===== config.mk =====
export PLATFORM = sky130hd
export DESIGN_NAME = dcache_arrays
export DESIGN_NICKNAME = d
export VERILOG_FILES = /design/src/design/dcache_pkg.sv /design/src/design/dcache_arrays.sv
export VERILOG_INCLUDE_DIRS = /design/src /design/src/design
export SDC_FILE = /design/constraint.sdc
export NUM_CORES = 2
export LEC_CHECK = 0
export ABC_CLOCK_PERIOD_IN_PS = 5300
export BUFFER_PORTS_ARGS = -buffer_cell sky130_fd_sc_hd__buf_2
export CAP_MARGIN = 20
export CORE_MARGIN = 2
export CORE_UTILIZATION = 67
export DETAILED_ROUTE_END_ITERATION = 8
export PLACE_DENSITY = 0.85
export SLEW_MARGIN = 10
export SYNTH_ARGS = -nofsm -noshare
export SYNTH_HDL_FRONTEND = slang
export SYNTH_MEMORY_MAX_BITS = 65536
export SYNTH_SLANG_ARGS = --single-unit
export TNS_END_PERCENT = 50

===== constraint.sdc =====
create_clock -name clk_i -period 5.3 [get_ports clk_i]
set_input_delay 0.53 -clock clk_i [delete_from_list [all_inputs] [get_ports clk_i]]
set_output_delay 0.53 -clock clk_i [all_outputs]
set_load 0.05 [all_outputs]

===== src/design/dcache_config.svh =====
`ifndef DCACHE_CONFIG_SVH
`define DCACHE_CONFIG_SVH

// address and data widths
`define DC_ADDR_W 16
`define DC_WORD_W 32

// cache geometry
`define DC_WORDS 4
`define DC_SETS 16
`define DC_WAYS 2

// derived field widths of the byte address
`define DC_OFFSET_W 4
`define DC_INDEX_W 4
`define DC_TAG_W (`DC_ADDR_W - `DC_INDEX_W - `DC_OFFSET_W)

// one full line
`define DC_LINE_W (`DC_WORD_W * `DC_WORDS)

`endif


===== src/design/dcache_pkg.sv =====
`include "dcache_config.svh"

package dcache_pkg;

  // --------------------
  // plain vector types
  // --------------------
  typedef logic [`DC_ADDR_W-1:0]   addr_t;
  typedef logic [`DC_WORD_W-1:0]   word_t;
  typedef logic [`DC_LINE_W-1:0]   line_t;
  typedef logic [`DC_TAG_W-1:0]    tag_t;
  typedef logic [`DC_INDEX_W-1:0]  index_t;
  // one-hot way select
  typedef logic [`DC_WAYS-1:0]     way_t;
  typedef logic [15:0]             count_t;
  typedef logic [`DC_WORD_W/8-1:0] be_t;

  // --------------------
  // port bundles
  // --------------------
  // core side request, fields stable while req is high
  typedef struct packed {
    logic  req;
    logic  we;
    addr_t addr;
    word_t wdata;
    be_t   be;
  } core_req_t;

  typedef struct packed {
    logic  ack;
    word_t rdata;
  } core_rsp_t;

  // line set for a full line transfer, clear for a single word
  typedef struct packed {
    logic  req;
    logic  we;
    logic  line;
    addr_t addr;
    line_t wline;
    word_t wword;
  } mem_req_t;

  typedef struct packed {
    logic  ack;
    line_t rline;
    word_t rword;
  } mem_rsp_t;

  // register access with a one cycle write strobe
  typedef struct packed {
    logic       wr;
    logic [1:0] addr;
    word_t      wdata;
  } cfg_req_t;

  // controller FSM
  typedef enum logic [2:0] {
    IDLE,
    LOOKUP,
    STORE,
    EVICT,
    REFILL,
    BYPASS,
    RESP
  } dc_state_e;

endpackage


===== src/design/dcache_arrays.sv =====
`timescale 1ns/1ns
`include "dcache_config.svh"

module dcache_arrays
  import dcache_pkg::*;
(
  input  logic   clk_i,
  input  logic   rst_ni,
  input  index_t rd_index_i,
  input  tag_t   lookup_tag_i,
  input  logic   wr_en_i,
  input  index_t wr_index_i,
  input  way_t   wr_way_i,
  input  tag_t   wr_tag_i,
  input  line_t  wr_line_i,
  input  logic   wr_dirty_i,
  input  logic   touch_i,
  input  way_t   touch_way_i,
  output way_t   hit_way_o,
  output line_t  rd_line_o,
  output way_t   victim_way_o,
  output logic   victim_dirty_o,
  output tag_t   victim_tag_o,
  output line_t  victim_line_o
);

  localparam int unsigned Ways = `DC_WAYS;
  localparam int unsigned Sets = `DC_SETS;

  // storage per way
  tag_t  tag_mem  [Ways][Sets];
  line_t data_mem [Ways][Sets];
  logic [Ways-1:0][Sets-1:0] valid_q;
  logic [Ways-1:0][Sets-1:0] dirty_q;
  // one bit per set, set means way 1 is least recently used
  logic [Sets-1:0] lru_q;

  // read port registers
  index_t rd_index_q;
  tag_t   rd_tag_q  [Ways];
  line_t  rd_line_q [Ways];
  way_t   rd_valid_q;
  way_t   rd_dirty_q;

  // --------------------
  // tag and data arrays
  // --------------------
  always_ff @(posedge clk_i) begin
    rd_index_q <= rd_index_i;
    for (int w = 0; w < Ways; w++) begin
      if (wr_en_i && wr_way_i[w]) begin
        tag_mem[w][wr_index_i]  <= wr_tag_i;
        data_mem[w][wr_index_i] <= wr_line_i;
      end
      // synchronous read of the requested set
      rd_tag_q[w]  <= tag_mem[w][rd_index_i];
      rd_line_q[w] <= data_mem[w][rd_index_i];
    end
  end

  // state bits
  always_ff @(posedge clk_i or negedge rst_ni) begin
    if (!rst_ni) begin
      valid_q    <= '0;
      dirty_q    <= '0;
      rd_valid_q <= '0;
      rd_dirty_q <= '0;
    end else begin
      for (int w = 0; w < Ways; w++) begin
        if (wr_en_i && wr_way_i[w]) begin
          valid_q[w][wr_index_i] <= 1'b1;
          dirty_q[w][wr_index_i] <= wr_dirty_i;
        end
        rd_valid_q[w] <= valid_q[w][rd_index_i];
        rd_dirty_q[w] <= dirty_q[w][rd_index_i];
      end
    end
  end

  // touch applies to the set that was read last
  always_ff @(posedge clk_i or negedge rst_ni) begin
    if (!rst_ni) begin
      lru_q <= '0;
    end else if (touch_i) begin
      lru_q[rd_index_q] <= touch_way_i[0];
    end
  end

  // --------------------
  // compare and select
  // --------------------
  always_comb begin
    rd_line_o = '0;
    for (int w = 0; w < Ways; w++) begin
      hit_way_o[w] = rd_valid_q[w] && (rd_tag_q[w] == lookup_tag_i);
      if (hit_way_o[w]) rd_line_o = rd_line_q[w];
    end
  end

  always_comb begin
    // lru way unless some way is still empty
    victim_way_o = lru_q[rd_index_q] ? way_t'(2) : way_t'(1);
    for (int w = Ways - 1; w >= 0; w--) begin
      if (!rd_valid_q[w]) victim_way_o = way_t'(1) << w;
    end
    victim_dirty_o = 1'b0;
    victim_tag_o   = '0;
    victim_line_o  = '0;
    for (int w = 0; w < Ways; w++) begin
      if (victim_way_o[w]) begin
        victim_dirty_o = rd_valid_q[w] && rd_dirty_q[w];
        victim_tag_o   = rd_tag_q[w];
        victim_line_o  = rd_line_q[w];
      end
    end
  end

  // the controller never installs a tag that is already present in the set
  a_hit_onehot: assert property (@(posedge clk_i) disable iff (!rst_ni)
    $onehot0(hit_way_o))
    else $error("tag hit in more than one way");

endmodule


==> metrics.cfg, run 1 <==
[place]
dp_hpwl_um=247000
port-buffer-count=428
place_inst=11300
place.gp.congestion=0.789

[yosys]
synth-seq-area-share=0.780
synth_area_sq_um=177000
synth_fa_ha_area_frac=0
synth-compound-area-share=0.0138
ys.flop_type=edfxtp_1
synth-edff-count=4352
synth.most_common_cell=edfxtp_1
async_flop_share=0.0178
ys_ff_latch=4712
synth_warnings=0
syn_nets=7714
synthTopCellsByCount=4,352 x edfxtp_1, 1,280 x mux4_2, 288 x clkbuf_1, 276 x dfxtp_1, 131 x inv_1
synth_top_family_by_area=multiplexers
muxShareOfSynthArea=0.180
netlist-cell-type-count=34
yosysTopAreaCellShare=0.737
synthTopCellsByArea=edfxtp_1 74%, mux4_2 16%, dfxtp_1 3.1%, dfrtp_1 1.2%, mux2_1 0.76%
synthSimpleGateAreaFrac=0.0116
synth_area_per_cell_sq_um=23.5
synth_xor_xnor_area_share=0.000790
yosys.area.top_type=edfxtp_1
synthCells=7553

[die]
die_y_um=519
io_pins=430
die-width_um=519
initial_core_util=0.675
rows=188

[clock_tree]
post_cts_buffers=0
clockBufferDepth=4
clkSinkCount=4712
h-tree-depth=5
cts_root_buffer=clkbuf_16
cts_made_buffers=441

[run_status]
failing_step=detailed routing
first-error=Error: net9 4 pin not visited #guides = 657
status=did not finish

[global_route]
grt_pass1_vias=95900
grt_remaining_overflow=0
antenna_found_initial=92
grt_max_degree=130
groute.usage.overall=0.402
grt_pass1_wl_um=746000

repair_timing:
action | 4_1_cts | 5_1_grt
hold endpoints to repair | 94 | 0
setup endpoints to repair | 0 | 0
gates resized for setup | 0 | 0
hold buffers | 3 | 0
cells by family after synthesis:
group | after synthesis
compound gates | 336
xor+xnor | 16
buf+inv | 570
flops | 4712
mux | 1573
simple gates | 346
per-layer routing:
layer	GRT usage
met2	0.639
met1	0.512
met3	0.101
met4	0.232
met5	0
through the flow:
stage	hold slack [ps]	utilization	area [sq um]	setup WS, ps
floorplan	234	-	177000	-2470
global placement	446	0.706	185000	1630
detailed placement	451	0.706	186000	1590
CTS	2.55	0.762	200000	507
global route	13.1	0.763	200000	422
==> run 2, diff against run 1 <==
--- a/config.mk
+++ b/config.mk
@@ -10,9 +10,9 @@
 export BUFFER_PORTS_ARGS = -buffer_cell sky130_fd_sc_hd__buf_2
 export CAP_MARGIN = 20
 export CORE_MARGIN = 2
-export CORE_UTILIZATION = 67
+export CORE_UTILIZATION = 40
 export DETAILED_ROUTE_END_ITERATION = 8
-export PLACE_DENSITY = 0.85
+export PLACE_DENSITY_LB_ADDON = 0.15
 export SLEW_MARGIN = 10
 export SYNTH_ARGS = -nofsm -noshare
 export SYNTH_HDL_FRONTEND = slang
==> run 2 against run 1 <==
Net effect: the run now ends clean; global-route usage is 19 points lower; synthesized area stayed put; synthesized cell count stayed put.
==> metrics.cfg, run 2 <==
[detailed_routing]
ant_nets=0
postRouteWirelength_um=474000
first_iter_violations=8021
dr_total_vias=83000
route.detailed.drc=0
dr.pass1.iters=5
wl_per_cell_um=31.9
viasPerCell=5.58

[cells_and_area]
syn_to_final_growth_pct=16.9
drive_gt1_frac=0.336
most-common-layout-cells=4,352 x edfxtp_1, 1,280 x mux4_2, 535 x clkbuf_16, 423 x buf_2, 276 x dfxtp_1
fin_area_sq_um=207000
largest_reg_flops=4096
fin_nets=8668
top_regs=data_mem x4096, rd_line_q x256, tag_mem x256
largest-register=data_mem
layout_commonest_cell=edfxtp_1

[clock_tree]
clockBufferDepth=4  ; unchanged
cts_tree=done
path_clk_slew_ps=60
ctsResizeCount=0  ; unchanged
h-tree-depth=6  ; +1
cts_made_buffers=518  ; +17%
cts_root_buffer=clkbuf_16
post_cts_buffers=0  ; unchanged
clkSinkCount=4712  ; unchanged
worstSkewPairLatency_ps=1030

[die]
die_y_um=670  ; +29%
die_area_sq_um=449000
initial_core_util=0.402  ; -0.273
core_sq_um=441000
die-width_um=670  ; +29%
rows=244  ; +30%
io_pins=430  ; unchanged

[place]
place.gp.congestion=0.723  ; -8.5%
dpl_cell_area_sq_um=189000  ; +2.0%
dp_slack_ps=1460  ; -124 ps
dp_hpwl_um=261000  ; +5.6%
port-buffer-count=428  ; unchanged

[timing]
skew_ps=47.0
slew_headroom=0.246
layout_setup_ws_ps=656
hold_viol=0
period_needed_ps=4640
drv_slew=0
rsz0062_at_grt=no
setup-violations-final=0
post-route-period-util=0.876
hold_ws_ps=91.8
max_freq_mhz=215
worst_pin_slew_ps=1130

[global_route]
antenna_found_initial=67  ; -27%
grt_pass1_wl_um=668000  ; -10%
groute.usage.overall=0.209  ; -0.193
grt_pass1_vias=86900  ; -9.4%
grt_remaining_overflow=0  ; unchanged
grt_max_degree=94  ; -28%

[power_and_ir_drop]
switching_share=0.227
power_density_nw_per_um2=400
p_leak_uw=0.0667
pwr-share-seq=0.505
comb_power_share=0.071
finalPower_uw=82900
p_int_uw=64100
peakVddDrop_mv=0.334
p_switching_uw=18800
p_clk_frac=0.424

[yosys]
synth-edff-count=4352  ; unchanged
synthTopCellsByCount=4,352 x edfxtp_1, 1,280 x mux4_2, 288 x clkbuf_1, 276 x dfxtp_1, 131 x inv_1
synth_area_per_cell_sq_um=23.5  ; unchanged
yosysTopAreaCellShare=0.737  ; unchanged
synth_area_sq_um=177000  ; unchanged
async_flop_share=0.0178  ; unchanged
synth_warnings=0  ; unchanged
ys.flop_type=edfxtp_1
yosys.area.top_type=edfxtp_1
netlist-cell-type-count=34  ; unchanged
syn_nets=7714  ; unchanged
synth-seq-area-share=0.780  ; unchanged
ys_ff_latch=4712  ; unchanged
synthTopCellsByArea=edfxtp_1 74%, mux4_2 16%, dfxtp_1 3.1%, dfrtp_1 1.2%, mux2_1 0.76%
synth.most_common_cell=edfxtp_1
synthCells=7553  ; unchanged

[setup_path]
critPathCaptureType=primary output
r2r_setup_slack_ps=3410
worst-path-buf-inv=3
arrival_ps=4110
crit_fanout=49
slowest_stage=dfxtp_1
crit_top_cell=buf_12
worstSetupStartpointType=register
crit_required_ps=4770
critPathTopFamily=multiplexers
max_stage_delay_ps=570
critical_path_class=reg2out
crit_path_cell_trace=mux2_2 > mux4_2 > o221ai_4 > buf_12 > buf_12 > mux2_1 > buf_2

[run_status]
status=finished clean

[worst_hold_path]
hp-class=in2reg

[job]
drv_cap=0

run 2: cell counts after synthesis:
No cell type changed its count.
run 2: final timing paths:
kind,endpoint,cells after the start,from
max reg2reg,rd_line_q[0][154],4,data_mem[0][3354]
min,tag_mem[0][67],1,wr_tag_i[3]
max,victim_line_o[42],7,rd_index_q[1]
min in group asynchronous,lru_q[1],3,rst_ni
max in group asynchronous,valid_q[31],4,rst_ni
min reg2reg,valid_q[31],1,valid_q[31]
run 2: cell type report:
type,count,area (sq um)
Fill cell,36400,234000
Antenna cell,18,45.0
Timing Repair Buffer,873,7570
Tap cell,5904,7390
Clock inverter,235,2210
Inverter,131,492
Multi-Input combinational cell,2271,36900
Sequential cell,4712,138000
Clock buffer,714,14400
run 2: metal layers:
metal / vias up / share of wire / GRT usage
li1: 34100 / - / -
met1: 45900 / 0.42 / 0.287
met2: 2275 / 0.51 / 0.361
met3: 619 / 0.046 / 0.0273
met4: 24 / 0.018 / 0.0390
met5: - / 0.00030 / 0
run 2: power groups by stage:
stage / Clock [uW] / Sequential (uW) / Combinational [uW]
after global routing: 37300 / 41900 / 6290
after global placement: 0 / 42600 / 5840
after detailed placement: 0 / 42600 / 5910
final: 35100 / 41800 / 5920
after CTS: 35900 / 41800 / 6040
after floorplan: 0 / 42400 / 4060
run 2: through the flow:
step                      TNS (ps)  cells  utilization
final                            0  14900        0.470
after floorplan           -2896860   7553            -
after global routing             0  14800        0.470
after detailed placement         0  13700        0.429
after CTS                        0  14800        0.470
after global placement           0  13700        0.429
run 2: what timing repair did:
| action | in CTS | in global routing |
|---|---|---|
| setup endpoints to repair | 0 | 0 |
| hold buffers | 139 | 1 |
| endpoints found under the hold margin | 4322 | 23 |
run 2: logic make-up after synthesis:
family | Yosys count | share of synthesized area
DFF | 4712 | 0.780
AOI/OAI and AO/OA | 336 | 0.0138
and+or+nand+nor | 346 | 0.0116
muxes | 1573 | 0.180
buffers and inverters | 570 | 0.0137
xor gates and xnor gates | 16 | 0.000790
(Power assumes the default switching activity.)
