`config.mk`:
```
export PLATFORM = sky130hd
export DESIGN_NAME = dcache_cfg_regs
export DESIGN_NICKNAME = d
export VERILOG_FILES = /design/src/design/dcache_pkg.sv /design/src/design/dcache_cfg_regs.sv
export VERILOG_INCLUDE_DIRS = /design/src /design/src/design
export SDC_FILE = /design/constraint.sdc
export NUM_CORES = 1
export LEC_CHECK = 0
export BUFFER_PORTS_ARGS = -buffer_cell sky130_fd_sc_hd__buf_2
export CAP_MARGIN = 15
export CORE_AREA = 4 4 69 71
export CTS_CLUSTER_DIAMETER = 40
export DETAILED_ROUTE_END_ITERATION = 8
export DIE_AREA = 0 0 73 75
export PLACE_DENSITY = 0.89
export SLEW_MARGIN = 20
export SYNTH_ARGS = -nofsm -noshare
export SYNTH_HDL_FRONTEND = slang
export SYNTH_SLANG_ARGS = --single-unit
export TNS_END_PERCENT = 20
```
`constraint.sdc`:
```
create_clock -name clk_i -period 4.4 [get_ports clk_i]
set_clock_uncertainty 0.1 [all_clocks]
set_input_delay 0.88 -clock clk_i [delete_from_list [all_inputs] [get_ports clk_i]]
set_output_delay 0.88 -clock clk_i [all_outputs]
set_load 0.01 [all_outputs]
```
`src/design/dcache_config.svh`:
```
`ifndef DCACHE_CONFIG_SVH
`define DCACHE_CONFIG_SVH

// address and data widths
`define DC_ADDR_W 16
`define DC_WORD_W 32

// cache geometry
`define DC_WORDS 4
`define DC_SETS 16
`define DC_WAYS 2

// derived field widths of the byte address
`define DC_OFFSET_W 4
`define DC_INDEX_W 4
`define DC_TAG_W (`DC_ADDR_W - `DC_INDEX_W - `DC_OFFSET_W)

// one full line
`define DC_LINE_W (`DC_WORD_W * `DC_WORDS)

`endif

```
`src/design/dcache_pkg.sv`:
```
`include "dcache_config.svh"

package dcache_pkg;

  // --------------------
  // plain vector types
  // --------------------
  typedef logic [`DC_ADDR_W-1:0]   addr_t;
  typedef logic [`DC_WORD_W-1:0]   word_t;
  typedef logic [`DC_LINE_W-1:0]   line_t;
  typedef logic [`DC_TAG_W-1:0]    tag_t;
  typedef logic [`DC_INDEX_W-1:0]  index_t;
  // one-hot way select
  typedef logic [`DC_WAYS-1:0]     way_t;
  typedef logic [15:0]             count_t;
  typedef logic [`DC_WORD_W/8-1:0] be_t;

  // --------------------
  // port bundles
  // --------------------
  // core side request, fields stable while req is high
  typedef struct packed {
    logic  req;
    logic  we;
    addr_t addr;
    word_t wdata;
    be_t   be;
  } core_req_t;

  typedef struct packed {
    logic  ack;
    word_t rdata;
  } core_rsp_t;

  // line set for a full line transfer, clear for a single word
  typedef struct packed {
    logic  req;
    logic  we;
    logic  line;
    addr_t addr;
    line_t wline;
    word_t wword;
  } mem_req_t;

  typedef struct packed {
    logic  ack;
    line_t rline;
    word_t rword;
  } mem_rsp_t;

  // register access with a one cycle write strobe
  typedef struct packed {
    logic       wr;
    logic [1:0] addr;
    word_t      wdata;
  } cfg_req_t;

  // controller FSM
  typedef enum logic [2:0] {
    IDLE,
    LOOKUP,
    STORE,
    EVICT,
    REFILL,
    BYPASS,
    RESP
  } dc_state_e;

endpackage

```
`src/design/dcache_cfg_regs.sv`:
```
`timescale 1ns/1ns

module dcache_cfg_regs
  import dcache_pkg::*;
(
  input  logic     clk_i,
  input  logic     rst_ni,
  input  cfg_req_t cfg_req_i,
  input  logic     hit_i,
  input  logic     miss_i,
  output logic     bypass_o,
  output word_t    cfg_rdata_o
);

  localparam logic [1:0] RegBypass = 2'd0;
  localparam logic [1:0] RegHits   = 2'd1;
  localparam logic [1:0] RegMisses = 2'd2;

  logic   bypass_q;
  // counter 0 counts hits and counter 1 misses
  count_t cnt_q [2];
  logic [1:0] cnt_inc;
  logic [1:0] cnt_clr;

  assign cnt_inc = {miss_i, hit_i};
  assign cnt_clr[0] = cfg_req_i.wr && (cfg_req_i.addr == RegHits);
  assign cnt_clr[1] = cfg_req_i.wr && (cfg_req_i.addr == RegMisses);
  assign bypass_o = bypass_q;

  always_ff @(posedge clk_i or negedge rst_ni) begin
    if (!rst_ni) begin
      bypass_q <= 1'b0;
    end else if (cfg_req_i.wr && (cfg_req_i.addr == RegBypass)) begin
      bypass_q <= cfg_req_i.wdata[0];
    end
  end

  // saturating counters, a write clears
  always_ff @(posedge clk_i or negedge rst_ni) begin
    if (!rst_ni) begin
      for (int c = 0; c < 2; c++) cnt_q[c] <= '0;
    end else begin
      for (int c = 0; c < 2; c++) begin
        if (cnt_clr[c]) cnt_q[c] <= '0;
        else if (cnt_inc[c] && (cnt_q[c] != '1)) cnt_q[c] <= cnt_q[c] + 1'b1;
      end
    end
  end

  // combinational read
  always_comb begin
    case (cfg_req_i.addr)
      RegBypass: cfg_rdata_o = word_t'(bypass_q);
      RegHits:   cfg_rdata_o = word_t'(cnt_q[0]);
      RegMisses: cfg_rdata_o = word_t'(cnt_q[1]);
      default:   cfg_rdata_o = '0;
    endcase
  end

endmodule

```
; ---- Word level (Yosys, flattened, before mapping)
; Cells that the tools add are included.
[classes]
add_sub_neg = 2
n_eq_ne = 4
n_mux = 5
n_reduce_logical = 8
[ops]
columns = cell, n
row1 = $mux 16, 4
row2 = $pmux 16 s3, 1
row3 = $add 16x1->16 const B, 2
row4 = $ne 16x16->1 const B, 2
row5 = $logic_and 1x1->1, 5
row6 = $reduce_bool 2->1, 2
row7 = $eq 2x1->1 const B, 1
row8 = $eq 2x2->1 const B, 1
row9 = $logic_not 2->1, 1
[word_totals]
ff_bits = 33
in_bits = 39
output_inout_bits = 33
wordCells = 22

; ---- Logic depth before layout (Yosys ltp)
; Gate-level depths: netlist of run 1.
[logic_depth]
ltp_word = 4
ltp_mapped = 6
mapped_depth_nobuf = 5

; ---- Worst setup path after synthesis of run 1
; Ideal clock, no wire load.
[synth_timing]
kind = input to output
from = input cfg_req_i[32] in the netlist's numbering
to = output cfg_rdata_o[10]
arrival_time_ns = 1.734
t_required_ns = 3.420
path_slack_ns = 1.686
cell_stages = 4
path_cell_list = nor2b_1 clkbuf_1 buf_1 a22o_1
[synth_via]
elab_chain_len = 2
[synth_rtl]
columns = item, line
row1 = "start, declared", dcache_cfg_regs.sv:8  ; input cfg_req_t cfg_req_i,
row2 = "$eq 2x2->1, or another cell as far along", dcache_cfg_regs.sv:52  ; case (cfg_req_i.addr)
row3 = $pmux 16 s3 *, dcache_cfg_regs.sv:52
row4 = "end, declared", dcache_cfg_regs.sv:12  ; output word_t cfg_rdata_o
; Every way passes the cells marked *; elsewhere a longest branch is shown, timed or not.

; ---- Final worst setup path of run 1
[layout_timing]
from = input cfg_req_i[33] in the netlist's numbering
to = output cfg_rdata_o[6]
; The elaborated chain is that of the path after synthesis.

==> metrics, run 1 <==
Antenna Cells 0; die area 0.005475 mm2; first-pass GRT wire length 8618 um; Post-Syn Area 0.002146 mm2; Ys Warns 0; Metal-1 WL 2133 um; Met2 Wirelength 2628 um; vias in the first global route 1,893; DIE HEIGHT 75 um; CP required 3.42 ns; Final Cycle Share 72.39%; final weighted congestion in routability-driven placement 0.8421; I/O pins 72; layout cells sized above 1 14.18%; gr usage total 20.02%; root buf cell clkbuf_8; Post-synth EDFFs 0; register area share after synthesis 38.48%; Layout Nets 302; ANT nets after route 0; grt total ovfl 0; vias 1,978; Crit. End Element output port; largest net degree at the start of global routing 34; Setup Viol. Count Final 0; critical path arrival 2.21 ns; Iteration-0 DRC Markers 162; met3 wire length 219 um; CTS buffer count 5; commonest non-fill, non-tap cell in the layout dfrtp_1; Gate Count Post-Synth 239; Multi-input gate area 0.001205 mm2; setup TNS 0 ns; Peak VDD IR 218.6 uV; clock tree buffer depth 2; DRC viols 0; CTS Hold Bufs 0; most frequent cells in the layout dfrtp_1, buf_2, a21oi_1, nand2_1, o21ai_0; fmax 313.9 MHz; PD cells 296.5 mW/mm2; # resized after CTS 0; Setup CP Type in -> out; DP HPWL 3708 um; top cells by area, synth dfrtp_1, a22o_1, buf_4, a21oi_1, o21ai_0; CORE AREA 0.004234 mm2; top cell type's share of synthesized area 38.48%; Post-synth ARST share 100.0%; clock-pin slew on the worst setup and hold paths 0.06 ns; Rel. slew slack 36.79%; clock sinks 33; CTS tree done; Worst Tran Pin Value 0.9404 ns; top_reg_cell synth dfrtp_1; register area 825.8 um2; number of I/O port buffers 24; worst-skew pair later-pin latency 0.29 ns; Synth Area per Inst 8.978 um2; hold_ws 0.4321 ns; DR WL/cell 16.13 um; Synth-to-Final Area Change 8.163%; Worst Hold Class reg -> reg; initial antenna violation count 0; crit path max fanout 15; Final Hold Fails 0; Post-CTS Setup Bufs 0; Startpoint Class input port; RSZ-0062 raised after global routing no; wirelength, routed 5049 um; total of max-cap violations 0; Seq cells post-synth 33; largest area contributor in the netlist dfrtp_1; number of fill cells 391; DRT Pass-1 Iters 4; min Tclk post-route 3.185 ns; Row Count 24; initial core utilization 50.68%; leakage 0.001020 uW; Netlist cell types 42; Vias/cell 6.319; number of H-tree levels 2; Final Max Tran Viols 0; status finished, final reports clean; die width 73 um; highest metal used met4
## critical path: stages
cell	delay, ns
buf_2	0.13
nor2b_1	0.76
a22o_1	0.29
buf_2	0.14
## routing by layer
layer  global-route usage, %  vias to the layer above
li1                        -                      946
met4                   6.762                        0
met3                   4.139                       10
met2                   35.65                       43
met5                       0                        -
met1                   24.05                      979
## per-stage QoR
stage / setup slack (ns) / cells / utilization [%] / area [um2] / total power [uW]
floorplan: 1.686 / 254 / - / 2202 / 435.1
global route: 1.072 / 313 / 54.82 / 2321 / 723.0
global placement: 1.273 / 306 / 52.78 / 2235 / 454.9
finish: 1.215 / 313 / 54.82 / 2321 / 688.3
detailed placement: 1.200 / 306 / 52.78 / 2235 / 463.0
CTS: 1.199 / 313 / 54.82 / 2321 / 692.5
## layout make-up
type | count | share of cell area (%)
Multi-Input combinational cell | 193 | 51.91
Sequential cell | 33 | 35.58
Timing Repair Buffer | 25 | 5.499
Clock buffer | 7 | 3.720
Tap cell | 52 | 2.803
Inverter | 3 | 0.4852
## power by group
part	switching, uW	internal, uW	leakage [uW]
registers	38.4	327	0.000450
clock network	107	124	0.0000443
logic	54.8	37.1	0.000526
total	200	488	0.00102
## registers in the layout, indices dropped and copies added, names as in the netlist
| signal | cells |
|---|---|
| cnt_q | 32 |
| bypass_o | 1 |
## cell families (layout without fill, tap and decap cells)
kind of cell	after synthesis	after routing	synth area share, %
multiplexers	4	4	1.924
flip-flops	33	33	38.48
other	1	16	0.1748
adder cells (fa/ha/maj)	2	2	1.166
AND/OR/NAND/NOR	99	99	28.28
buffers and inverters	28	35	7.988
AO/OA/AOI/OAI	72	72	21.98
## Yosys cell counts, types with 2 or more instances
cell / n
inv_1: 3
nor4_1: 3
o311ai_0: 2
nor3_1: 4
nand3b_1: 2
or4_1: 8
nand4_1: 11
a21oi_1: 21
a22o_1: 15
clkbuf_1: 5
nor2_1: 3
o41ai_1: 2
or3_1: 14
and2_1: 2
buf_4: 17
nand2_1: 18
dfrtp_1: 33
ha_1: 2
nand3_1: 11
nor3b_1: 2
o31ai_1: 6
o21ai_0: 18
nand2b_1: 3
and3_1: 9
nor4_2: 3
mux2i_1: 3
buf_2: 2
a31oi_1: 2
nor2b_1: 2
## final timing paths
kind                       slack, ns  cells after the start              to           from
min reg2reg                     0.43                      1        bypass_o       bypass_o
min                             0.43                      1        bypass_o       bypass_o
min in group asynchronous       0.56                      1        cnt_q[1]         rst_ni
max                             1.21                      4  cfg_rdata_o[6]  cfg_req_i[33]
max in group asynchronous       3.16                      1        bypass_o         rst_ni
max reg2reg                     2.07                      5        cnt_q[6]       cnt_q[0]
Note: power is estimated with default switching activity, not from simulation.
==> run 2, diff against run 1 <==
--- a/config.mk
+++ b/config.mk
@@ -8,11 +8,11 @@
 export LEC_CHECK = 0
 export BUFFER_PORTS_ARGS = -buffer_cell sky130_fd_sc_hd__buf_2
 export CAP_MARGIN = 15
-export CORE_AREA = 4 4 69 71
+export CORE_AREA = 4 4 74 76
 export CTS_CLUSTER_DIAMETER = 40
 export DETAILED_ROUTE_END_ITERATION = 8
-export DIE_AREA = 0 0 73 75
-export PLACE_DENSITY = 0.89
+export DIE_AREA = 0 0 78 80
+export PLACE_DENSITY = 0.82
 export SLEW_MARGIN = 20
 export SYNTH_ARGS = -nofsm -noshare
 export SYNTH_HDL_FRONTEND = slang
==> constraint.sdc (replaced) <==
create_clock -name clk_i -period 2.65 [get_ports clk_i]
set_clock_uncertainty 0.1 [all_clocks]
set_input_delay 0.53 -clock clk_i [delete_from_list [all_inputs] [get_ports clk_i]]
set_output_delay 0.53 -clock clk_i [all_outputs]
set_load 0.01 [all_outputs]
==> run 2 against run 1 <==
Compared with the run above:
- critical path depth unchanged
- combinational power increased by 69%
- via count decreased by 0.86%
- total power increased by 74%
- die area increased by 14%
- setup slack got worse by 0.77 ns
- sequential cell count unchanged
- first-iteration DRC count increased by 1.9%
- sequential power increased by 66%
- design area increased by 1.9%
- hold slack got worse by 0.22 ns
- clock power increased by 90%
- highest routed layer unchanged
==> metrics, run 2 (same netlist as run 1, synthesis figures left out) <==
total of max-cap violations 0; Startpoint Class input port; Iteration-0 DRC Markers 165; Antenna Cells 0; min Tclk post-route 2.206 ns; vias in the first global route 1,898; commonest non-fill, non-tap cell in the layout dfrtp_1; Crit. End Element output port; CTS Hold Bufs 0; gr usage total 17.42%; grt total ovfl 0; first-pass GRT wire length 8666 um; Reg2Reg Depth 5; ANT nets after route 0; Synth-to-Final Area Change 10.20%; Setup CP Type in -> out; number of I/O port buffers 24; most frequent cells in the layout dfrtp_1, buf_2, a21oi_1, nand2_1, o21ai_0; number of fill cells 445; clock-pin slew on the worst setup and hold paths 0.07 ns; R2R setup slack 0.63 ns; leakage 0.001036 uW; DP HPWL 3700 um; hold_ws 0.2074 ns; CTS tree done; Setup Viol. Count Final 0; clock sinks 33; I/O pins 72; largest net degree at the start of global routing 34; DIE HEIGHT 80 um; DRT Pass-1 Iters 4; die width 78 um; Peak VDD IR 310.4 uV; status finished, final reports clean; Row Count 25; fmax 453.2 MHz; Worst Slack Setup Final 0.4435 ns; initial antenna violation count 0; final weighted congestion in routability-driven placement 0.8247; root buf cell clkbuf_8; Final Hold Fails 0; RSZ-0062 raised after global routing no; Vias/cell 5.942; Worst Hold Class in -> async; Final Max Tran Viols 0; Worst Tran Pin Value 0.7683 ns; # resized after CTS 0; pre-CTS setup slack 0.1500 ns; critical path arrival 1.58 ns; Final Cycle Share 83.26%; crit path max fanout 15; Design Power 1200 uW; CP required 2.02 ns; initial core utilization 45.43%; layout cells sized above 1 15.59%; CTS buffer count 5; DRC viols 0; reg2reg start cnt_q[0]; number of H-tree levels 2; worst-skew pair later-pin latency 0.30 ns; CORE AREA 0.004723 mm2; DR WL/cell 15.68 um; wirelength, routed 5173 um; Post-CTS Setup Bufs 0; die area 0.006240 mm2; Largest Register cnt_q; Layout Nets 303; Rel. slew slack 48.78%; Core Util, Final 50.07%; PD cells 507.3 mW/mm2; reg2reg end cnt_q[11]; flip-flop count of the largest register after layout 32; vias 1,961; setup TNS 0 ns; clock tree buffer depth 2
## run 2: cell count changes in the layout (fill, tap and decap cells not counted), sizes merged
cell | previous run | this run
buf | 25 | 26
clkinv | 0 | 1
## run 2: layout make-up
class / instances / area, um2 / share of cell area [%]
multi-input combinational: 193 / 1207 / 51.06
sequential: 33 / 825.8 / 34.92
timing repair buffer: 26 / 135.1 / 5.714
clock buffer: 7 / 96.34 / 4.074
tap: 67 / 83.83 / 3.545
inverter: 3 / 11.26 / 0.4762
clock inverter: 1 / 5.005 / 0.2116
## run 2: how the worst max path moves through the flow
stage | end | startpoint | slack (ns)
3_5_place_dp | cfg_rdata_o[7] | cfg_req_i[33] | 0.15
3_3_place_gp | cfg_rdata_o[5] | cfg_req_i[33] | 0.17
5_1_grt | cfg_rdata_o[14] | cfg_req_i[33] | 0.33
6_report | cfg_rdata_o[7] | cfg_req_i[33] | 0.44
2_1_floorplan | cfg_rdata_o[10] | cfg_req_i[32] | 0.64
4_1_cts | cfg_rdata_o[7] | cfg_req_i[33] | 0.15
## run 2: per-stage QoR
step,instances,cell area (um2)
2_1_floorplan,254,2202
3_3_place_gp,322,2261
3_5_place_dp,322,2261
4_1_cts,330,2362
5_1_grt,330,2365
6_report,330,2365
## run 2: critical path, cell delays in order
cell,delay [ns]
buf_2,0.13
nor2b_2,0.52
a22o_1,0.26
buf_2,0.13
## run 2: metal layers
metal | vias to the layer above | part of all wire [%] | global-route usage [%]
met5 | - | 0 | 0
met3 | 8 | 4.6 | 4.289
met2 | 57 | 50 | 29.88
met1 | 955 | 44 | 20.88
met4 | 0 | 1.4 | 6.993
li1 | 941 | - | -
## run 2: where the power goes
| group | internal (uW) | switching, uW | leakage, uW |
|---|---|---|---|
| clock | 235 | 203 | 0.0000542 |
| sequential | 543 | 64.5 | 0.000450 |
| combinational | 61.8 | 92.8 | 0.000532 |
