<file path="src/design/dcache_config.svh">
`ifndef DCACHE_CONFIG_SVH
`define DCACHE_CONFIG_SVH

// address and data widths
`define DC_ADDR_W 16
`define DC_WORD_W 32

// cache geometry
`define DC_WORDS 4
`define DC_SETS 16
`define DC_WAYS 2

// derived field widths of the byte address
`define DC_OFFSET_W 4
`define DC_INDEX_W 4
`define DC_TAG_W (`DC_ADDR_W - `DC_INDEX_W - `DC_OFFSET_W)

// one full line
`define DC_LINE_W (`DC_WORD_W * `DC_WORDS)

`endif

</file>
<file path="src/design/dcache_pkg.sv">
`include "dcache_config.svh"

package dcache_pkg;

  // --------------------
  // plain vector types
  // --------------------
  typedef logic [`DC_ADDR_W-1:0]   addr_t;
  typedef logic [`DC_WORD_W-1:0]   word_t;
  typedef logic [`DC_LINE_W-1:0]   line_t;
  typedef logic [`DC_TAG_W-1:0]    tag_t;
  typedef logic [`DC_INDEX_W-1:0]  index_t;
  // one-hot way select
  typedef logic [`DC_WAYS-1:0]     way_t;
  typedef logic [15:0]             count_t;
  typedef logic [`DC_WORD_W/8-1:0] be_t;

  // --------------------
  // port bundles
  // --------------------
  // core side request, fields stable while req is high
  typedef struct packed {
    logic  req;
    logic  we;
    addr_t addr;
    word_t wdata;
    be_t   be;
  } core_req_t;

  typedef struct packed {
    logic  ack;
    word_t rdata;
  } core_rsp_t;

  // line set for a full line transfer, clear for a single word
  typedef struct packed {
    logic  req;
    logic  we;
    logic  line;
    addr_t addr;
    line_t wline;
    word_t wword;
  } mem_req_t;

  typedef struct packed {
    logic  ack;
    line_t rline;
    word_t rword;
  } mem_rsp_t;

  // register access with a one cycle write strobe
  typedef struct packed {
    logic       wr;
    logic [1:0] addr;
    word_t      wdata;
  } cfg_req_t;

  // controller FSM
  typedef enum logic [2:0] {
    IDLE,
    LOOKUP,
    STORE,
    EVICT,
    REFILL,
    BYPASS,
    RESP
  } dc_state_e;

endpackage

</file>
<file path="src/design/dcache_ctrl.sv">
`timescale 1ns/1ns
`include "dcache_config.svh"

module dcache_ctrl
  import dcache_pkg::*;
(
  input  logic      clk_i,
  input  logic      rst_ni,
  // core port
  input  core_req_t core_req_i,
  output core_rsp_t core_rsp_o,
  input  logic      bypass_i,
  // array read side
  output index_t    rd_index_o,
  output tag_t      lookup_tag_o,
  input  way_t      hit_way_i,
  input  line_t     rd_line_i,
  input  way_t      victim_way_i,
  input  logic      victim_dirty_i,
  input  tag_t      victim_tag_i,
  input  line_t     victim_line_i,
  // array write side
  output logic      wr_en_o,
  output index_t    wr_index_o,
  output way_t      wr_way_o,
  output tag_t      wr_tag_o,
  output line_t     wr_line_o,
  output logic      wr_dirty_o,
  output logic      touch_o,
  output way_t      touch_way_o,
  // memory port
  output mem_req_t  mem_req_o,
  input  mem_rsp_t  mem_rsp_i,
  // to the counters
  output logic      hit_o,
  output logic      miss_o
);

  localparam int unsigned ByteOffW = $clog2(`DC_WORD_W / 8);
  localparam int unsigned WordSelW = $clog2(`DC_WORDS);

  typedef logic [WordSelW-1:0] wsel_t;

  dc_state_e state_q, state_d;
  // memory ack seen and waiting for it to drop
  logic      mem_done_q, mem_done_d;
  core_req_t req_q;
  way_t      way_q;
  line_t     line_q;
  word_t     rdata_q;

  tag_t   req_tag;
  index_t req_index;
  wsel_t  req_wsel;
  logic   mem_first_ack;

  assign req_tag   = req_q.addr[`DC_ADDR_W-1 -: `DC_TAG_W];
  assign req_index = req_q.addr[`DC_OFFSET_W +: `DC_INDEX_W];
  assign req_wsel  = req_q.addr[ByteOffW +: WordSelW];
  assign mem_first_ack = mem_rsp_i.ack && !mem_done_q;

  function automatic word_t get_word(line_t line, wsel_t sel);
    return line[sel * `DC_WORD_W +: `DC_WORD_W];
  endfunction

  // byte merge of the store data into one word of the line
  function automatic line_t merge_word(line_t line, wsel_t sel, be_t be, word_t wdata);
    line_t merged;
    merged = line;
    for (int b = 0; b < `DC_WORD_W / 8; b++) begin
      if (be[b]) merged[sel * `DC_WORD_W + b * 8 +: 8] = wdata[b * 8 +: 8];
    end
    return merged;
  endfunction

  assign core_rsp_o.ack   = (state_q == RESP);
  assign core_rsp_o.rdata = rdata_q;
  assign lookup_tag_o     = req_tag;
  // new index in IDLE, otherwise hold the set of the access in flight
  assign rd_index_o = (state_q == IDLE) ? core_req_i.addr[`DC_OFFSET_W +: `DC_INDEX_W]
                                        : req_index;

  // --------------------
  // cache FSM
  // --------------------
  always_comb begin
    state_d     = state_q;
    mem_done_d  = mem_done_q;
    wr_en_o     = 1'b0;
    wr_index_o  = req_index;
    wr_way_o    = way_q;
    wr_tag_o    = req_tag;
    wr_line_o   = mem_rsp_i.rline;
    wr_dirty_o  = 1'b0;
    touch_o     = 1'b0;
    touch_way_o = way_q;
    mem_req_o   = '0;
    hit_o       = 1'b0;
    miss_o      = 1'b0;

    case (state_q)
      IDLE: begin
        if (core_req_i.req) state_d = bypass_i ? BYPASS : LOOKUP;
      end
      LOOKUP: begin
        if (|hit_way_i) begin
          hit_o       = 1'b1;
          touch_o     = 1'b1;
          touch_way_o = hit_way_i;
          state_d     = req_q.we ? STORE : RESP;
        end else begin
          miss_o  = 1'b1;
          state_d = victim_dirty_i ? EVICT : REFILL;
        end
      end
      STORE: begin
        wr_en_o    = 1'b1;
        wr_line_o  = merge_word(line_q, req_wsel, req_q.be, req_q.wdata);
        wr_dirty_o = 1'b1;
        state_d    = RESP;
      end
      EVICT: begin
        // write back the dirty victim line
        mem_req_o.req   = !mem_done_q;
        mem_req_o.we    = 1'b1;
        mem_req_o.line  = 1'b1;
        mem_req_o.addr  = {victim_tag_i, req_index, {`DC_OFFSET_W{1'b0}}};
        mem_req_o.wline = victim_line_i;
        if (mem_rsp_i.ack) begin
          mem_done_d = 1'b1;
        end else if (mem_done_q) begin
          mem_done_d = 1'b0;
          state_d    = REFILL;
        end
      end
      REFILL: begin
        mem_req_o.req  = !mem_done_q;
        mem_req_o.line = 1'b1;
        mem_req_o.addr = {req_tag, req_index, {`DC_OFFSET_W{1'b0}}};
        // install clean on the first ack cycle
        if (mem_first_ack) begin
          wr_en_o = 1'b1;
          touch_o = 1'b1;
        end
        if (mem_rsp_i.ack) begin
          mem_done_d = 1'b1;
        end else if (mem_done_q) begin
          mem_done_d = 1'b0;
          // a pending store goes through STORE on the fresh line
          state_d    = req_q.we ? STORE : RESP;
        end
      end
      BYPASS: begin
        mem_req_o.req   = !mem_done_q;
        mem_req_o.we    = req_q.we;
        mem_req_o.addr  = req_q.addr;
        mem_req_o.wword = req_q.wdata;
        if (mem_rsp_i.ack) begin
          mem_done_d = 1'b1;
        end else if (mem_done_q) begin
          mem_done_d = 1'b0;
          state_d    = RESP;
        end
      end
      RESP: begin
        // hold ack until the core drops req
        if (!core_req_i.req) state_d = IDLE;
      end
      default: state_d = IDLE;
    endcase
  end

  always_ff @(posedge clk_i or negedge rst_ni) begin
    if (!rst_ni) begin
      state_q    <= IDLE;
      mem_done_q <= 1'b0;
    end else begin
      state_q    <= state_d;
      mem_done_q <= mem_done_d;
    end
  end

  // request, way, line and load data
  always_ff @(posedge clk_i) begin
    case (state_q)
      IDLE: req_q <= core_req_i;
      LOOKUP: begin
        way_q   <= (|hit_way_i) ? hit_way_i : victim_way_i;
        line_q  <= rd_line_i;
        rdata_q <= get_word(rd_line_i, req_wsel);
      end
      REFILL: begin
        if (mem_first_ack) begin
          line_q  <= mem_rsp_i.rline;
          rdata_q <= get_word(mem_rsp_i.rline, req_wsel);
        end
      end
      BYPASS: begin
        if (mem_first_ack) rdata_q <= mem_rsp_i.rword;
      end
      default: ;
    endcase
  end

  // --------------------
  // handshake checks
  // --------------------
  a_ack_needs_req: assert property (@(posedge clk_i) disable iff (!rst_ni)
    $rose(core_rsp_o.ack) |-> $past(core_req_i.req))
    else $error("core ack raised without a request");

  a_mem_req_stable: assert property (@(posedge clk_i) disable iff (!rst_ni)
    (mem_req_o.req && !mem_rsp_i.ack) |=> $stable(mem_req_o))
    else $error("memory request changed before ack");

endmodule

</file>
<file path="config.mk">
export PLATFORM = sky130hd
export DESIGN_NAME = dcache_ctrl
export DESIGN_NICKNAME = d
export VERILOG_FILES = /design/src/design/dcache_pkg.sv /design/src/design/dcache_ctrl.sv
export VERILOG_INCLUDE_DIRS = /design/src /design/src/design
export SDC_FILE = /design/constraint.sdc
export NUM_CORES = 1
export LEC_CHECK = 0
export ABC_AREA = 1
export BUFFER_PORTS_ARGS = -buffer_cell sky130_fd_sc_hd__buf_2
export CAP_MARGIN = 20
export CORE_AREA = 8 8 330 332
export CTS_CLUSTER_SIZE = 40
export DETAILED_ROUTE_END_ITERATION = 6
export DIE_AREA = 0 0 338 340
export PLACE_DENSITY = 0.45
export SLEW_MARGIN = 20
export SYNTH_ARGS = -nofsm -noshare
export SYNTH_HDL_FRONTEND = slang
export SYNTH_SLANG_ARGS = --single-unit
</file>
<file path="constraint.sdc">
create_clock -name clk_i -period 5.2 [get_ports clk_i]
set_input_delay 0.52 -clock clk_i [delete_from_list [all_inputs] [get_ports clk_i]]
set_output_delay 0.52 -clock clk_i [all_outputs]
set_load 0.02 [all_outputs]
</file>
# ---- After elaboration in Yosys (flattened, before gate mapping)
# Cells that the tools add are included.
# W data, S select, Z words.
dict set report op_classes {
  n_reduce_logical 11
  n_eq_ne 16
  mux 49
  shifts 10
  addsub 7
}
# operator count
set op_table {}
lappend op_table {{$mux W128} 10}
lappend op_table {{$bwmux W128} 4}
lappend op_table {{$shift A8 B34 Y128 const A} 4}
lappend op_table {{$shiftx A8 B34 Y128} 4}
lappend op_table {{$pmux W128 S2} 1}
lappend op_table {{$shiftx A128 B8 Y32} 2}
lappend op_table {{$neg A8 Y34} 3}
lappend op_table {{$mux W32} 3}
lappend op_table {{$pmux W32 S3} 1}
lappend op_table {{$pmux W16 S3} 1}
lappend op_table {{$mux W3} 12}
lappend op_table {{$neg A7 Y34} 1}
lappend op_table {{$pmux W3 S7} 1}
lappend op_table {{$ne A2 B2 Y1 const B} 10}
lappend op_table {{$add A7 B5 Y8 const B} 2}
lappend op_table {{$eq A3 B3 Y1 const B} 3}
lappend op_table {{$mux W1} 9}
lappend op_table {{$add A7 B4 Y8 const B} 1}
lappend op_table {{$reduce_and A8 Y1} 1}
lappend op_table {{$eq A3 B2 Y1 const B} 2}
lappend op_table {{$mux W2} 3}
lappend op_table {{$pmux W1 S2} 3}
lappend op_table {{$mux W4} 1}
lappend op_table {{$reduce_or A2 Y1} 2}
lappend op_table {{9 further kinds} 9}
dict set report totals {
  out_inout_bits 373
  input_bits 487
  reg_bits 219
  wordCells 102
}

# ---- Logic depth before layout (Yosys ltp)
dict set report depth {
  word_depth 14
  mapped_depth 11
}

# ---- Worst setup path before layout
# No wires, ideal clock.
dict set report synth_timing {
  path_kind {register -> register}
  from {reg state_q[1]}
  to {reg line_q[0] (enable)}
  period_less_slack_ns 4.325
  n_path_buf 3
  t_arrival_ns 3.833
  path_slack_ns 0.875
  path_stages_with_launch 7
  t_required_ns 4.708
  setup_time_ns 0.492
  path_cell_list {dfrtp_1 -> buf_2 -> nor2_2 -> buf_2 -> buf_2 -> nand3_1 -> nand2_1}
}
dict set report synth_between {
  elab_chain_cells 3
  elab_cells_between_ends 5
  cone_classes {3 x eq/ne; 2 x reduce/logical}
}
# element line
set synth_lines {}
lappend synth_lines {{start, declared} dcache_ctrl.sv:44} ;# dc_state_e state_q, state_d;
lappend synth_lines {{start signal, assigned} dcache_ctrl.sv:178} ;# state_q <= state_d;
lappend synth_lines {{$eq A3 B3 Y1 / $eq A3 B1 Y1 (equally long branches)} dcache_ctrl.sv:185} ;# case (state_q)
lappend synth_lines {{$ne A2 B2 Y1 (no source line) / $reduce_bool A2 Y1 (equally long branches)} -}
lappend synth_lines {{$reduce_and A2 Y1 (no source line) (*)} -}
lappend synth_lines {{end signal, assigned} dcache_ctrl.sv:189} ;# line_q <= rd_line_i;
lappend synth_lines {{end signal, assigned} dcache_ctrl.sv:194} ;# line_q <= mem_rsp_i.rline;
lappend synth_lines {{end, declared} dcache_ctrl.sv:49} ;# line_t line_q;
# Mark *: on every way between the ends. The rest lies on a longest branch, timed or not.
# A chain may end at the register's enable or synchronous reset.

# ---- Worst setup path in the final report
dict set report layout_timing {
  from {reg req_q[38] in the netlist's numbering}
  to {out wr_line_o[75]}
}
dict set report layout_between {
  elab_chain_cells 14
  elab_cells_between_ends 27
  cone_classes {7 x add/sub; 8 x shift; 12 x mux}
}
# element line
set layout_lines {}
lappend layout_lines {{start, declared} dcache_ctrl.sv:47} ;# core_req_t req_q;
lappend layout_lines {{start signal, assigned} dcache_ctrl.sv:186} ;# IDLE: req_q <= core_req_i;
lappend layout_lines {{branches (longest 12 deep; another with $neg A8 Y34)} -}
lappend layout_lines {{$mux W128 (*)} dcache_ctrl.sv:71} ;# if (be[b]) merged[sel * `DC_WORD_W + b * 8 +: 8] = wdata[b * 8 +: 8];
lappend layout_lines {{$mux W128 (*)} dcache_ctrl.sv:101} ;# case (state_q)
lappend layout_lines {{end, declared} dcache_ctrl.sv:27} ;# output line_t wr_line_o,
# Every way passes the cells marked *. The select of a mux whose other input is x is not followed.

==> reports/metrics.cfg <==
[yosys]
netlist_area_sq_um = 15010
synth_area_leader_cell = edfxtp_1
ys_ff_latch = 219
syn-num-nets = 2527
avgSynthCellArea_sq_um = 7.379
synth_warnings = 0
synthFlopType = edfxtp_1
synth_common_cells = 526 x nand2_1, 340 x nand3_1, 215 x edfxtp_1, 212 x nor2_1, 206 x inv_1
ys_types = 24
synth_most_common_cell = nand2_1
yosysTopAreaCellShare_pct = 43.02
syn-instance-count = 2034
yosysSeqAreaShare_pct = 43.68
synth_area_leaders = edfxtp_1 43%, nand2_1 13%, nand3_1 11%
synth_edf_count = 215
async_flop_share_pct = 1.826

[detailed_routing]
routed_wl_microns = 116800
drcViolationCount = 0
vias = 18870
routed_via_density = 4.445
wl_per_cell_microns = 27.53
ant_nets = 0
firstDrtPassIters = 6
drtIter0Drc = 1737

[setup_path]
startpoint_type = flip-flop
crit_path_end_kind = primary output
slowest_stage = ha_1
max_stage_delay_ps = 540
crit_arrival_ps = 3570
cp_cell_sequence = inv_4 -> ha_1 -> buf_4 -> nand2_1 -> nor2_1 -> nand2_1 -> a2bb2oi_1 -> buf_2
crit_buf_inv = 3
critPathKind = flip-flop to primary output
required_ps = 4680
crit_top_cell = nand2_1
critPathTopFamily = simple AND/OR/NAND/NOR gates
crit_fanout = 40

[final_layout]
layout.nets = 3291
stdcell_count = 4244
final_area_sq_um = 21870
layout-drive-gt1-share_pct = 33.95
synthToLayoutAreaGrowth_pct = 45.72
post-route-util_pct = 21.01

[placement]
place_ws_ps = 1669
placedCellCount = 4151
port_buffers = 859
place_congestion = 0.9900
hpwl_microns = 92840
place_area_sq_um = 20660

[power]
p_int_mw = 6.246
p_leak_nw = 10.95
clockPowerShare_pct = 18.7
p_sw_share_pct = 52.33
power.density_nw_per_um2 = 599.2
seqPwrFrac_pct = 24.7
netSwitchingPower_mw = 6.858
share_comb_of_total_power_pct = 56.6
ir_worst_vdd_v = 0.0003723

[sta]
rsz0062_at_grt = false
post-route-period-util_pct = 78.73
fin_skew_ps = 29.58
setup_tns_ps = 0
report.final.slew_viol_count = 0
worstMarginPinSlew_ps = 1139
hold_viol = 0
fin_crit_ps = 4094
setup_ws_ps = 1106
relSlewSlack_pct = 24.10
finalSetupViolations = 0
fmax_ghz = 0.2443

[run_status]
status = finished clean

[floorplanning]
rows = 119
die_w_microns = 338
initial_core_util_pct = 14.42
die_h_microns = 340
fp.coreArea_sq_um = 104100
io_pins = 860
dieArea_sq_um = 114900

[clock_tree]
cts_root_buf = clkbuf_16
clk_latency_ps = 590
cts-hold-fix-buffers = 1
cts_buffer_depth = 3
numCtsBuffers = 35
ctsResizeCount = 0
clk_pin_slew_ps = 60
cts_tree = done
clock_sinks = 219
post-cts-setup-buffers = 0
htreeDepth = 2

[grt]
use_met3_pct = 6.266
use_met2_pct = 34.32
grt_most_used_layer = met2
grt_usage_pct = 19.21
antenna_found_initial = 79
grt_pass1_wl_microns = 156700
first_global_vias = 18980
grt_max_degree = 131
met1_usage_pct = 21.56
grt_overflow = 0

[min_path]
hold_class = input pin to flip-flop

[run]
drv_cap = 0

worst paths after layout:
path | slack, ps | startpoint | to | cells after the start
setup / recovery | 1110 | req_q[38]$_DFFE_PP_ | wr_line_o[75] | 8
hold / removal | 100 | core_req_i[48] | lookup_tag_o[4]$_DFFE_PP_ | 1
max in group asynchronous | 4760 | rst_ni | state_q[2]$_DFFE_PN0P_ | 2
hold reg to reg | 570 | mem_done_q$_DFFE_PN0P_ | mem_done_q$_DFFE_PN0P_ | 2
setup reg to reg | 1950 | state_q[1]$_DFFE_PN0P_ | req_q[14]$_DFFE_PP_ | 5
min in group asynchronous | 300 | rst_ni | state_q[2]$_DFFE_PN0P_ | 2
cells in the final DEF, fill, tap and decap left out:
master           n
nor2_4           3
nand2_4          3
buf_4           29
diode_2         31
buf_2          856
a21oi_1        118
nand2_2          2
nor2_1         210
buf_12           7
nor3_1          20
clkbuf_1         8
clkbuf_16       35
clkinv_2         3
clkinvlp_4       2
nor3_4           2
inv_6            4
edfxtp_1       215
o21ai_0         34
clkinv_4         2
a22o_1           8
nand3_1        340
inv_4            2
a31oi_1         11
dfrtp_1          3
nand2_1        522
dlygate4sd3_1    1
bufinv_16        4
inv_1          203
o21ai_1          1
nand4_1         39
clkinv_1         7
a2bb2oi_1      118
dfrtp_4          1
ha_1             6
inv_2            3
cells by family (layout without fill, tap and decap cells):
| logic type | after synthesis | count (layout) | synth area share (%) |
|---|---|---|---|
| and+or+nand+nor | 1141 | 1141 | 32.31 |
| buffers and inverters | 378 | 1166 | 10.60 |
| AOI/OAI and AO/OA | 290 | 290 | 12.91 |
| DFF | 219 | 219 | 43.68 |
| adders and majority gates | 6 | 6 | 0.5002 |
| other | 0 | 31 | 0 |
power by group through the flow:
stage                     registers (mW)  logic [mW]  clock network, mW
after floorplan                     3.28        4.27                  0
after detailed placement            3.26        7.52                  0
final                               3.23        7.42               2.45
after CTS                           3.23        7.53               2.53
after global routing                3.29        7.99               2.58
after global placement              3.26        7.53                  0
through the flow:
stage | total power, mW | hold slack, ps
final | 13.10 | 101.0
after global routing | 13.85 | 58.55
after CTS | 13.29 | 43.42
after detailed placement | 10.77 | 339.5
after global placement | 10.78 | 335.0
after floorplan | 7.552 | 224.4
final cells by class:
| class | count | area [sq um] |
|---|---|---|
| Fill cell | 11960 | 82210 |
| Multi-Input combinational cell | 1437 | 6919 |
| Sequential cell | 219 | 6560 |
| Timing Repair Buffer | 893 | 4652 |
| Tap cell | 1391 | 1740 |
| Clock buffer | 43 | 905.9 |
| Inverter | 212 | 803.3 |
| Clock inverter | 18 | 211.5 |
| Antenna cell | 31 | 77.57 |
layer usage:
layer  share of wire (%)  vias up
met5               0.083        -
met4                 3.2       14
met3                 9.6      218
met2                  50     1118
met1                  37     9070
li1                    -     8445
sequential cells by signal (all words and copies together), names as in the netlist:
signal / cells
line_q: 128
lookup_tag_o: 8
rdata_q: 32
req_q: 41
state_q: 3
mem_done_q: 1
wr_index_o: 4
wr_way_o: 2
(Power assumes the default switching activity.)
